### src/rtl/mont_pkg.sv
`default_nettype none

package mont_pkg;

	// ------------------------------
	// Widths and counters
	// ------------------------------
	localparam int OPW      = 192;            // Operand and result width.
	localparam int EXPW     = 16;             // Exponent width.
	localparam int EXP_IDXW = $clog2(EXPW);   // Width of the exponent bit index.
	localparam int CNTW     = 8;              // Width of the iteration counter.

	localparam logic [CNTW-1:0] ITER_COUNT = CNTW'(OPW); // One iteration per bit of x.

	// ------------------------------
	// Modulus
	// ------------------------------
	// m = 2^192 - 2^64 - 1
	localparam logic [OPW-1:0] MODULUS =
		192'hffffffff_ffffffff_ffffffff_fffffffe_ffffffff_ffffffff;

	localparam logic [OPW:0] NEG_MODULUS = ~{1'b0, MODULUS} + 1'b1; // Adding this subtracts m.

	// ------------------------------
	// Encodings
	// ------------------------------
	typedef enum logic {
		OP_MONT_MUL = 1'b0,
		OP_MOD_EXP  = 1'b1
	} mont_op_e;

	typedef enum logic [2:0] {
		ADDR_A    = 3'd0,
		ADDR_B    = 3'd1,
		ADDR_RMOD = 3'd2,
		ADDR_EXP  = 3'd3,
		ADDR_CMD  = 3'd4
	} reg_addr_e;

	typedef enum logic [1:0] {SEQ_IDLE, SEQ_ISSUE, SEQ_WAIT, SEQ_FINISH} seq_state_e;

	typedef enum logic [1:0] {MULT_IDLE, MULT_RUN, MULT_FINAL} mult_state_e;

endpackage

`default_nettype wire

### src/rtl/mont_if.sv
`timescale 1ns/1ps
`default_nettype none

interface mont_if ();
	import mont_pkg::*;

	logic           start; // One-cycle request strobe.
	logic [OPW-1:0] x;     // Held by the requester until done.
	logic [OPW-1:0] y;
	logic [OPW-1:0] z;     // Valid in the cycle done is high.
	logic           done;

	modport requester (
		output start,
		output x,
		output y,
		input  z,
		input  done
	);

	modport core (
		input  start,
		input  x,
		input  y,
		output z,
		output done
	);

endinterface

`default_nettype wire

### src/rtl/modexp_seq.sv
`timescale 1ns/1ps
`default_nettype none

module modexp_seq (
	input  logic                      clk,
	input  logic                      reset,
	input  logic                      go,
	input  mont_pkg::mont_op_e        op,
	input  logic [mont_pkg::OPW-1:0]  a,
	input  logic [mont_pkg::OPW-1:0]  b,
	input  logic [mont_pkg::OPW-1:0]  r_mod,
	input  logic [mont_pkg::EXPW-1:0] exp,
	mont_if.requester                 mm,
	output logic [mont_pkg::OPW-1:0]  result,
	output logic                      done
);
	import mont_pkg::*;

	seq_state_e          state;
	logic [OPW-1:0]      acc;       // Montgomery-domain accumulator.
	logic [EXP_IDXW-1:0] bit_idx;   // Exponent bit being processed.
	logic                mul_phase; // Set when the pending product is the multiply by a.
	logic                is_mul;
	logic                no_products;

	assign is_mul      = (op == OP_MONT_MUL);
	assign no_products = !is_mul && (exp == '0); // A zero exponent returns r_mod.

	// ------------------------------
	// Product request
	// ------------------------------
	assign mm.start = (state == SEQ_ISSUE) && !no_products;
	assign mm.x     = is_mul ? a : acc;
	assign mm.y     = is_mul ? b : (mul_phase ? a : acc);

	assign result = acc;
	assign done   = (state == SEQ_FINISH);

	// ------------------------------
	// State machine
	// ------------------------------
	always_ff @(posedge clk) begin
		if (reset) begin
			state     <= SEQ_IDLE;
			bit_idx   <= '0;
			mul_phase <= 1'b0;
		end else begin
			case (state)
				SEQ_IDLE: begin
					if (go) begin
						state     <= SEQ_ISSUE;
						bit_idx   <= EXP_IDXW'(EXPW - 1); // Start at the MSB.
						mul_phase <= 1'b0;
					end
				end
				SEQ_ISSUE: state <= no_products ? SEQ_FINISH : SEQ_WAIT;
				SEQ_WAIT: begin
					if (mm.done) begin
						if (is_mul) begin
							state <= SEQ_FINISH;
						end else if (!mul_phase && exp[bit_idx]) begin
							mul_phase <= 1'b1; // Square done, the bit asks for a multiply.
							state     <= SEQ_ISSUE;
						end else begin
							mul_phase <= 1'b0;
							if (bit_idx == '0) begin
								state <= SEQ_FINISH;
							end else begin
								bit_idx <= bit_idx - 1'b1;
								state   <= SEQ_ISSUE;
							end
						end
					end
				end
				SEQ_FINISH: state <= SEQ_IDLE;
				default:    state <= SEQ_IDLE;
			endcase
		end
	end

	always_ff @(posedge clk) begin
		if (state == SEQ_IDLE && go) begin
			acc <= r_mod;
		end else if (state == SEQ_WAIT && mm.done) begin
			acc <= mm.z;
		end
	end

	// The core only answers a request that is still outstanding.
	a_done_in_wait: assert property (@(posedge clk) disable iff (reset)
		mm.done |-> state == SEQ_WAIT);

endmodule

`default_nettype wire

### src/flat_wrapper.sv
// flat-port wrapper written by rule: the top's interface ports become plain ports
module modexp_seq_flat import mont_pkg::*;
  (clk, reset, go, op, a, b, r_mod, exp, result, done, mm_start, mm_x, mm_y, mm_z, mm_done);
  mont_if mm_i ();
  input  logic clk;
  input  logic reset;
  input  logic go;
  input  mont_pkg::mont_op_e op;
  input  logic [mont_pkg::OPW-1:0] a;
  input  logic [mont_pkg::OPW-1:0] b;
  input  logic [mont_pkg::OPW-1:0] r_mod;
  input  logic [mont_pkg::EXPW-1:0] exp;
  output logic [mont_pkg::OPW-1:0] result;
  output logic done;
  output wire logic [$bits(mm_i.start)-1:0] mm_start;
  output wire logic [$bits(mm_i.x)-1:0] mm_x;
  output wire logic [$bits(mm_i.y)-1:0] mm_y;
  input wire logic [$bits(mm_i.z)-1:0] mm_z;
  input wire logic [$bits(mm_i.done)-1:0] mm_done;
  assign mm_start = mm_i.start;
  assign mm_x = mm_i.x;
  assign mm_y = mm_i.y;
  assign mm_i.z = mm_z;
  assign mm_i.done = mm_done;
  modexp_seq u_core (.clk(clk), .reset(reset), .go(go), .op(op), .a(a), .b(b), .r_mod(r_mod), .exp(exp), .mm(mm_i), .result(result), .done(done));
endmodule
### config.mk
export PLATFORM = sky130hd
export DESIGN_NAME = modexp_seq_flat
export DESIGN_NICKNAME = d
export VERILOG_FILES = /design/src/rtl/mont_pkg.sv /design/src/rtl/mont_if.sv /design/src/rtl/modexp_seq.sv /design/src/flat_wrapper.sv
export SDC_FILE = /design/constraint.sdc
export NUM_CORES = 1
export LEC_CHECK = 0
export BUFFER_PORTS_ARGS = -buffer_cell sky130_fd_sc_hd__buf_2
export CAP_MARGIN = 10
export CORE_AREA = 8 8 528 530
export DETAILED_ROUTE_END_ITERATION = 10
export DIE_AREA = 0 0 536 538
export GPL_TIMING_DRIVEN = 0
export HOLD_SLACK_MARGIN = 0.02
export PLACE_DENSITY = 0.3
export SLEW_MARGIN = 0
export SYNTH_ARGS = -nofsm -noshare
export SYNTH_HDL_FRONTEND = slang
export SYNTH_SLANG_ARGS = --single-unit
### constraint.sdc
create_clock -name clk -period 19.2 [get_ports clk]
set_clock_uncertainty 0.15 [all_clocks]
set_input_delay 2.88 -clock clk [delete_from_list [all_inputs] [get_ports clk]]
set_output_delay 2.88 -clock clk [all_outputs]
set_load 0.1 [all_outputs]
# After elaboration in Yosys (flattened, before gate mapping)
# Index checks and enable logic that the tools add are counted.
[classes] addsub=1 order_cmp=1 eq_ne=8 n_mux=25 n_reduce_logical=15
[ops] cell="two-way mux 192 bit" count=5
[ops] cell="two-way mux 4 bit" count=5
[ops] cell="logical NOT 16 bit" count=1
[ops] cell="two-way mux 2 bit" count=5
[ops] cell="inequality test 2 bit (second input constant)" count=5
[ops] cell="case mux 2 bit (4 select lines)" count=1
[ops] cell="case mux 4 bit (2 select lines)" count=1
[ops] cell="two-way mux 1 bit" count=6
[ops] cell="AND reduction 6 bit" count=1
[ops] cell="logical AND 1 bit" count=5
[ops] cell="less-than comparator 4 x 5 -> 1 bit (second input constant)" count=1
[ops] cell="binary-select mux 1 bit (select 4 bit)" count=1
[ops] cell="equality test 2 bit (second input constant)" count=2
[ops] cell="logical NOT 4 bit" count=1
[ops] cell="AND reduction 4 bit" count=1
[ops] cell="nonzero test 2 bit" count=2
[ops] cell="subtractor 4 x 1 -> 4 bit (second input constant)" count=1
[ops] cell="equality test 2 x 1 -> 1 bit (second input constant)" count=1
[ops] cell="logical NOT 1 bit" count=2
[ops] cell="logical NOT 2 bit" count=1
[ops] cell="case mux 1 bit (2 select lines)" count=1
[ops] cell="AND reduction 2 bit" count=1
[word_totals] regBits=199 inputBits=789 output_inout_bits=578 wordCells=54

# Logic depth before layout (Yosys ltp)
# Gate-level depths: netlist (run 1).
[logic_depth] word_depth=7 ltp_mapped=8 mapped_depth_nobuf=7

# Worst setup path before layout (run 1)
# No wires, ideal clock.
[synth_path] kind="input to output" from="input port op" to="output port mm_y[153]" arrival_ns=5.286 required_time_ns=16.170 path_slack_ns=10.884 stages=5 n_path_buf=3 cell_sequence="clkbuf_1 -> clkbuf_1 -> clkbuf_1 -> nor2_1 -> a21oi_1"
[synth_between] elab_chain_cells=1
[synth_rtl] element="start, declared" line_no="flat_wrapper.sv:8" text="input mont_pkg::mont_op_e op;"
[synth_rtl] element="two-way mux 192 bit" line_no="modexp_seq.sv:34" text="assign mm.y = is_mul ? b : (mul_phase ? a : acc);"
[synth_rtl] element="end, declared" line_no="flat_wrapper.sv:17" text="output wire logic [$bits(mm_i.y)-1:0] mm_y;"
# No other way between the ends.

# Final worst setup path (run 1)
[layout_path] from="input port op" to="output port mm_y[151]"
# The elaborated chain is that of the path after synthesis.

==> impl_metrics.json, run 1 <==
{
  "vdd_ir_drop_max_mv": 0.0402,
  "rsz0062_at_grt": "false",
  "path_cells": "buf_2 > clkbuf_1 > clkbuf_1 > clkbuf_2 > buf_1 > a21oi_1 > buf_2",
  "drt-total-wl_mm": 222,
  "r2r-start": "u_core.state[1]$_SDFFE_PP0P_",
  "hpwlAfterDp_mm": 202,
  "num_vias": 18430,
  "critPathRequiredTime_ns": 16.17,
  "htree_levels": 4,
  "cp_max_fo": 10,
  "r2r_end": "u_core.result[54]$_DFFE_PP_",
  "fin_util_pct": 10.0,
  "synth_compound_area_share_pct": 7.26,
  "numCtsBuffers": 21,
  "final_cells": 6368,
  "min_from": "u_core.bit_idx[0]$_SDFFE_PP0P_",
  "clk_latency_ns": 0.58,
  "maxCapViolations": 0,
  "tightest_slew_ns": 1.22,
  "initial_core_util_pct": 5.47,
  "reg2reg_slack_ns": 16.06,
  "hold_violations": 0,
  "hold_path_end": "u_core.bit_idx[0]$_SDFFE_PP0P_",
  "synth_top_family_by_area": "multiplexers",
  "syn_nets": 2119,
  "crit_type": "input port to output port",
  "drive_gt1_share_pct": 65.7,
  "post_cts_buffers": 0,
  "clkSinkCount": 199,
  "grt_max_degree": 58,
  "final_area_um2": 27100,
  "synthMuxAreaShare_pct": 43.1,
  "wl_per_cell_um": 34.8,
  "status": "complete, no violations",
  "tritoncts": "built",
  "nets": 3518,
  "synth.distinct_cells": 36,
  "setup_tns_ns": 0,
  "path_clk_slew_ns": 0.08,
  "grtUsageTotal_pct": 14.6,
  "drv_slew": 0,
  "core_area_um2": 270000,
  "p_leak_nw": 10.5,
  "synth_area_per_cell_um2": 11.1,
  "dpl_cell_area_um2": 26300,
  "arrival_ns": 6.67,
  "finalCritPeriodShare_pct": 50.5,
  "ys_warn_count": 0,
  "synthXorXnorAreaFrac_pct": 0,
  "seq_area_frac_synth_pct": 40.0,
  "cpPeakStageDelay_ns": 0.81,
  "startpoint_type": "input port",
  "hold_buffers": 0,
  "ys_ff_latch": 199,
  "crit_buf_inv": 6,
  "fp.dieW_um": 536,
  "areaGrowthSynthToFinish_pct": 83.6,
  "synth_common_cells": "mux2_2, mux2i_1, nor2_1, a21oi_1, edfxtp_1",
  "final.fill_count": 31600,
  "hold_ws_ns": 0.470,
  "power.total_mw": 2.85,
  "die_area_um2": 288000,
  "synthAdderAreaFrac_pct": 0.0848,
  "die_h_um": 538,
  "grt_pass1_vias": 19515,
  "place_ws_ns": 8.96,
  "ys.flop_type": "edfxtp_1",
  "routed_via_density": 2.89,
  "overflow": 0,
  "min_delay_path_depth": 2,
  "ant_nets": 0,
  "synth-edff-count": 192,
  "routabilityCongestion": 0.959,
  "drc": 0,
  "finalCriticalPeriod_ns": 9.70,
  "yosysMostFrequentCell": "mux2_2",
  "synth_cells": 1329,
  "root_buffer": "clkbuf_16",
  "io_buffers": 1366,
  "dr.first_iter.drc_count": 936,
  "synthSimpleGateAreaFrac_pct": 6.28,
  "drt-pass1-iter-count": 5,
  "critPathTopFamily": "buffers and inverters",
  "slew_headroom_pct": 18.6,
  "final.setup.worst_slack_ns": 9.50,
  "syn_area_um2": 14800,
  "grt_pass1_wl_mm": 263,
  "synth_area_leaders": "edfxtp_1, mux2_2, mux2i_1, a21oi_1, nor2_1",
  "postCtsResizedCells": 0,
  "worstHoldPathType": "flop to flop",
  "antenna_found_initial": 145,
  "power_density_nw_per_um2": 105,
  "async_flop_share_pct": 0,
  "reg2regPathDepth": 6,
  "synth_top_area_share_pct": 39.1,
  "cp-end-kind": "output port",
  "place_inst": 6275,
  "cp_slowest_cell": "buf_1",
  "cts_buffer_depth": 3,
  "fmax_mhz": 103,
  "setup_viol_count_final": 0,
  "synth_area_leader_cell": "edfxtp_1",
  "ios": 1367,
  "rows": 191
}
==> sequential cells by signal, indices dropped and copies added (netlist names) <==
signal,flops
u_core.bit_idx,4
u_core.state,2
u_core.result,192
u_core.mul_phase,1
==> power by group <==
part / leakage, nW / switching, mW / total (mW) / internal [mW]
clock: 0.306 / 0.248 / 0.468 / 0.220
sequential: 1.90 / 0.100 / 0.650 / 0.550
combinational: 8.29 / 1.45 / 1.73 / 0.286
total: 10.5 / 1.80 / 2.85 / 1.06
==> layout by cell type, fill, tap and decap left out, drive strengths merged, types with 3 or more instances in the layout <==
master / instances
dfxtp: 7
edfxtp: 192
diode: 60
nand3: 4
nor3: 3
clkbuf: 79
buf: 1429
nand2b: 3
a221oi: 4
nor2: 198
inv: 9
mux2i: 198
mux2: 384
nor4: 4
a21oi: 193
nor2b: 5
clkinvlp: 3
==> worst reg2reg max path: cells and delay by family (launching register included) <==
family / cells / cell delay (ns)
flip-flops: 1 / 0.38
AND/OR/NAND/NOR: 1 / 0.49
buffers and inverters: 4 / 1.19
AO/OA/AOI/OAI: 1 / 0.40
==> final cells by class <==
cell class	instances	area, µm²	share of cell area, %
multi-input cells	1017	8380	30.9
repair buffers	1376	7060	26.1
flip-flops and latches	199	5910	21.8
well taps	3570	4470	16.5
clock buffers	22	529	1.95
plain buffers	110	485	1.79
diodes	60	150	0.554
clock inverters	11	110	0.406
inverters	3	11.3	0.0416
==> worst max path at each step <==
stage,from,end,slack (ns),depth (start not counted)
after floorplan,op,mm_y[153],10.88,5
after global placement,go,u_core.result[58]$_DFFE_PP_,5.02,5
after detailed placement,op,mm_y[151],8.96,7
after CTS,op,mm_y[151],8.95,7
after global routing,op,mm_y[151],9.03,7
final,op,mm_y[151],9.50,7
==> cells by family (layout without fill, tap and decap cells) <==
group                    after synthesis  count (layout)
buffers and inverters                113            1522
AND/OR/NAND/NOR                      227             227
adder cells (fa/ha/maj)                1               1
AO/OA/AOI/OAI                        205             205
multiplexers                         584             584
flip-flops                           199             199
other                                  0              60
==> per-layer routing <==
layer / wire, µm / track usage, %
met5: 373 / 0
met4: 6520 / 4.31
met3: 32200 / 8.89
met2: 99500 / 23.5
met1: 83200 / 16.0
Power figures use the tool's default switching activity.
==> run 2, diff against run 1 <==
--- a/config.mk
+++ b/config.mk
@@ -7,9 +7,9 @@
 export LEC_CHECK = 0
 export BUFFER_PORTS_ARGS = -buffer_cell sky130_fd_sc_hd__buf_2
 export CAP_MARGIN = 10
-export CORE_AREA = 8 8 528 530
+export CORE_AREA = 8 8 523 525
 export DETAILED_ROUTE_END_ITERATION = 10
-export DIE_AREA = 0 0 536 538
+export DIE_AREA = 0 0 531 533
 export GPL_TIMING_DRIVEN = 0
 export HOLD_SLACK_MARGIN = 0.02
 export PLACE_DENSITY = 0.3
==> constraint.sdc (replaced) <==
create_clock -name clk -period 7.9 [get_ports clk]
set_clock_uncertainty 0.15 [all_clocks]
set_input_delay 1.185 -clock clk [delete_from_list [all_inputs] [get_ports clk]]
set_output_delay 1.185 -clock clk [all_outputs]
set_load 0.1 [all_outputs]
==> run 2 against run 1 <==
Against the previous run: cell area increased by 0.21%; critical endpoint is now mm_y[159]; worst setup slack got worse by 8.0 ns; final cell count decreased by 0.41%; register-to-register slack got worse by 11 ns; hold slack got worse by 0.0069 ns; critical path type unchanged; core utilization increased by 0.17 points; count of clock-buffer cells in the layout increased by 3; critical path depth unchanged.
==> impl_metrics.json, run 2 (synthesized netlist as in run 1, its figures left out) <==
{
  "cp_max_fo": 10,
  "tightest_slew_ns": 1.22,
  "hold_violations": 0,
  "htree_levels": 4,
  "layout_commonest_cell": "buf_2",
  "cts_buffer_depth": 3,
  "cp-end-kind": "output port",
  "arrival_ns": 5.09,
  "rows": 190,
  "areaGrowthSynthToFinish_pct": 84.0,
  "slew_headroom_pct": 18.7,
  "maxCapViolations": 0,
  "grt_pass1_wl_mm": 262,
  "routabilityCongestion": 0.922,
  "routed_via_density": 2.89,
  "place_inst": 6259,
  "hpwlAfterDp_mm": 198,
  "antenna_found_initial": 144,
  "finalCriticalPeriod_ns": 6.43,
  "ios": 1367,
  "p_leak_nw": 10.6,
  "final.setup.worst_slack_ns": 1.47,
  "clk_latency_ns": 0.57,
  "overflow": 0,
  "vdd_ir_drop_max_mv": 0.129,
  "rsz0062_at_grt": "false",
  "setup_viol_count_final": 0,
  "power_density_nw_per_um2": 259,
  "fp.dieW_um": 531,
  "num_vias": 18325,
  "numCtsBuffers": 25,
  "path_clk_slew_ns": 0.09,
  "initial_core_util_pct": 5.55,
  "startpoint_type": "input port",
  "clkSinkCount": 199,
  "core_area_um2": 266000,
  "final_cells": 6342,
  "postCtsResizedCells": 0,
  "drt-total-wl_mm": 219,
  "largest_reg_flops": 192,
  "fin_util_pct": 10.2,
  "tritoncts": "built",
  "nets": 3524,
  "drv_slew": 0,
  "worstHoldPathType": "flop to flop",
  "die_area_um2": 283000,
  "fmax_mhz": 156,
  "hold_buffers": 0,
  "ant_nets": 0,
  "final.fill_count": 31329,
  "die_h_um": 533,
  "status": "complete, no violations",
  "post_cts_buffers": 0,
  "drt-pass1-iter-count": 7,
  "io_buffers": 1366,
  "wl_per_cell_um": 34.6,
  "dr.first_iter.drc_count": 950,
  "final_cell_mix": "buf_2, mux2_2, mux2i_1, nor2_1, a21oi_1",
  "grt_pass1_vias": 19540,
  "grtUsageTotal_pct": 14.7,
  "crit_type": "input port to output port",
  "finalCritPeriodShare_pct": 81.3,
  "critPathRequiredTime_ns": 6.57,
  "drc": 0,
  "place_ws_ns": 1.05,
  "root_buffer": "clkbuf_16",
  "drive_gt1_share_pct": 65.8,
  "grt_max_degree": 56
}
[run 2: changes by cell type in the layout (fill, tap and decap cells not counted), sizes merged]
cell / change
buf: +2
bufinv: +1
clkbuf: +3
clkinv: +3
clkinvlp: -3
diode: -9
inv: -5
[run 2: layer usage]
layer / wire length (µm) / GRT usage (%)
met4: 6160 / 3.15
met2: 103000 / 25.2
met3: 29700 / 8.29
met5: 460 / 0
met1: 80200 / 15.8
[run 2: through the flow]
stage	power (mW)	hold slack [ns]	setup TNS, ns	area (µm²)
6_report	7.04	0.463	0	27200
5_1_grt	7.32	0.517	0	27100
4_1_cts	7.25	0.466	0	27000
3_5_place_dp	5.87	0.444	0	26300
3_3_place_gp	5.90	0.446	-924.34	26000
2_1_floorplan	4.42	0.398	0	14800
[run 2: worst paths after layout]
kind | startpoint | endpoint | slack, ns | cells past startpoint
setup / recovery | op | mm_y[159] | 1.47 | 7
hold reg to reg | u_core.bit_idx[0]$_SDFFE_PP0P_ | u_core.bit_idx[0]$_SDFFE_PP0P_ | 0.46 | 2
setup reg to reg | u_core.state[1]$_SDFFE_PP0P_ | u_core.result[146]$_DFFE_PP_ | 4.68 | 5
hold / removal | u_core.bit_idx[0]$_SDFFE_PP0P_ | u_core.bit_idx[0]$_SDFFE_PP0P_ | 0.46 | 2
[run 2: layout make-up]
type,instances,area (µm²),area share [%]
multi-input cells,1017,8380,30.9
clock buffers,25,626,2.30
well taps,3552,4440,16.4
flip-flops and latches,199,5910,21.7
inverters,3,11.3,0.0415
plain buffers,110,487,1.79
repair buffers,1378,7080,26.1
clock inverters,7,96.3,0.355
diodes,51,128,0.470
[run 2: critical path, cell delays in order]
cell      delay [ns]
buf_2           0.13
clkbuf_1        0.68
clkbuf_1        0.75
clkbuf_2        0.74
buf_1           0.69
a21oi_1         0.42
buf_2           0.43
[run 2: where the power goes]
| part | total [mW] | switching, mW | internal (mW) |
|---|---|---|---|
| clock | 1.29 | 0.649 | 0.642 |
| sequential | 1.57 | 0.231 | 1.34 |
| combinational | 4.18 | 3.49 | 0.695 |
==> run 3, diff against run 2 <==
--- a/config.mk
+++ b/config.mk
@@ -7,9 +7,9 @@
 export LEC_CHECK = 0
 export BUFFER_PORTS_ARGS = -buffer_cell sky130_fd_sc_hd__buf_2
 export CAP_MARGIN = 10
-export CORE_AREA = 8 8 523 525
+export CORE_AREA = 8 8 532 534
 export DETAILED_ROUTE_END_ITERATION = 10
-export DIE_AREA = 0 0 531 533
+export DIE_AREA = 0 0 540 542
 export GPL_TIMING_DRIVEN = 0
 export HOLD_SLACK_MARGIN = 0.02
 export PLACE_DENSITY = 0.3
==> constraint.sdc (replaced) <==
create_clock -name clk -period 6.21 [get_ports clk]
set_clock_uncertainty 0.15 [all_clocks]
set_input_delay 0.9315 -clock clk [delete_from_list [all_inputs] [get_ports clk]]
set_output_delay 0.9315 -clock clk [all_outputs]
set_load 0.1 [all_outputs]
==> run 3 against run 2 <==
Against the previous run: first-iteration DRC count grew 25%; critical path depth shrank 1; clock power grew 15%; wire length shrank 2.5%; via count shrank 1.1%; flip-flop and latch count is the same; sequential power grew 28%; total power grew 25%; worst setup slack lost 0.72 ns; hold slack gained 0.0023 ns; sequential share of layout area grew 0.064 points.
==> impl_metrics.json, run 3 (synthesized netlist as in run 1, its figures left out) <==
{
  "place_ws_ns": -0.382,
  "hold_violations": 0,
  "post_cts_buffers": 0,
  "fmax_mhz": 183,
  "finalCriticalPeriod_ns": 5.45,
  "numCtsBuffers": 21,
  "final_cell_mix": "buf_2, mux2_2, mux2i_1, nor2_1, a21oi_1",
  "arrival_ns": 4.37,
  "slew_headroom_pct": 19.1,
  "routabilityCongestion": 0.908,
  "fp.dieW_um": 540,
  "layout_commonest_cell": "buf_2",
  "drt-pass1-iter-count": 7,
  "ios": 1367,
  "power_density_nw_per_um2": 326,
  "grtUsageTotal_pct": 13.8,
  "critPathRequiredTime_ns": 5.13,
  "seq_power_share_pct": 22.7,
  "clk_latency_ns": 0.56,
  "die_h_um": 542,
  "drc": 0,
  "initial_core_util_pct": 5.37,
  "io_buffers": 1366,
  "rows": 193,
  "worstHoldPathType": "flop to flop",
  "tightest_slew_ns": 1.21,
  "setup_tns_ns": 0,
  "clkSinkCount": 199,
  "grt_max_degree": 51,
  "dr.first_iter.drc_count": 1191,
  "largest_reg_flops": 192,
  "tritoncts": "built",
  "combPwrFrac_pct": 60.5,
  "setup_viol_count_final": 0,
  "p_sw_mw": 5.56,
  "antenna_found_initial": 117,
  "switching_share_pct": 63.0,
  "grt_pass1_wl_mm": 256,
  "maxCapViolations": 0,
  "finalCritPeriodShare_pct": 87.8,
  "final.fill_count": 32264,
  "drv_slew": 0,
  "vdd_ir_drop_max_mv": 0.130,
  "ant_nets": 0,
  "power.total_mw": 8.83,
  "rsz0062_at_grt": "false",
  "hpwlAfterDp_mm": 193,
  "path_clk_slew_ns": 0.08,
  "drt-total-wl_mm": 214,
  "final.setup.worst_slack_ns": 0.757,
  "hold_buffers": 0,
  "drive_gt1_share_pct": 65.9,
  "grt_pass1_vias": 19295,
  "startpoint_type": "input port",
  "cp_max_fo": 12,
  "die_area_um2": 293000,
  "pwr-share-clk_pct": 16.8,
  "wl_per_cell_um": 33.6,
  "overflow": 0,
  "nets": 3519,
  "areaGrowthSynthToFinish_pct": 83.5,
  "status": "complete, no violations",
  "cp-end-kind": "output port",
  "cts_buffer_depth": 3,
  "routed_via_density": 2.85,
  "p_leak_nw": 10.5,
  "final_area_um2": 27100,
  "num_vias": 18122,
  "root_buffer": "clkbuf_16",
  "dpl_cell_area_um2": 26400,
  "crit_type": "input port to output port",
  "core_area_um2": 275000,
  "htree_levels": 4,
  "intPower_mw": 3.27
}
[run 3: layout make-up]
class,instances,area (µm²),share of cell area (%)
multi-input cells,1017,8380,30.9
well taps,3607,4510,16.7
clock buffers,21,526,1.94
clock inverters,11,110,0.407
inverters,3,11.3,0.0416
flip-flops and latches,199,5910,21.8
diodes,20,50.0,0.185
plain buffers,109,490,1.81
repair buffers,1378,7090,26.2
[run 3: per-stage QoR]
stage / hold WS [ns] / utilization [%] / cells
floorplan: 0.398 / - / 1329
global placement: 0.451 / 9.50 / 6302
detailed placement: 0.455 / 9.60 / 6314
CTS: 0.383 / 9.83 / 6345
global route: 0.430 / 9.84 / 6354
finish: 0.465 / 9.85 / 6365
[run 3: worst paths after layout]
path                                        from                        endpoint  slack (ns)  depth (start not counted)
setup / recovery                              op                       mm_y[151]        0.76                          6
hold / removal    u_core.bit_idx[0]$_SDFFE_PP0P_  u_core.bit_idx[0]$_SDFFE_PP0P_        0.47                          2
setup reg to reg    u_core.state[1]$_SDFFE_PP0P_    u_core.result[144]$_DFFE_PP_        2.81                          6
hold reg to reg   u_core.bit_idx[0]$_SDFFE_PP0P_  u_core.bit_idx[0]$_SDFFE_PP0P_        0.47                          2
[run 3: power groups by stage]
stage          logic [mW]  registers (mW)  clock network (mW)
2_1_floorplan        2.72            2.89                   0
3_3_place_gp         5.41            2.08                   0
3_5_place_dp         5.43            2.05                   0
4_1_cts              5.45            2.02                1.63
5_1_grt              5.54            2.03                1.62
6_report             5.34            2.01                1.48
[run 3: layer usage]
layer  up-vias  global-route usage [%]  share of wire (%)
met1      8751                    15.3                 38
li1       7796                       -                  -
met2      1305                    23.0                 46
met5         -                       0               0.13
met4        42                    2.79                2.2
met3       228                    8.26                 14
[run 3: timing repair]
item / in CTS / in global routing
gates resized for setup: 1 / 0
setup endpoints to repair: 3 / 0
endpoints found under the hold margin: 0 / 0
[run 3: worst max-delay path, stage by stage]
cell and delay [ns]:
buf_2 0.25, clkbuf_2 0.44, clkbuf_2 0.60, clkdlybuf4s15_1 0.77, a21oi_1 0.70, buf_2 0.60
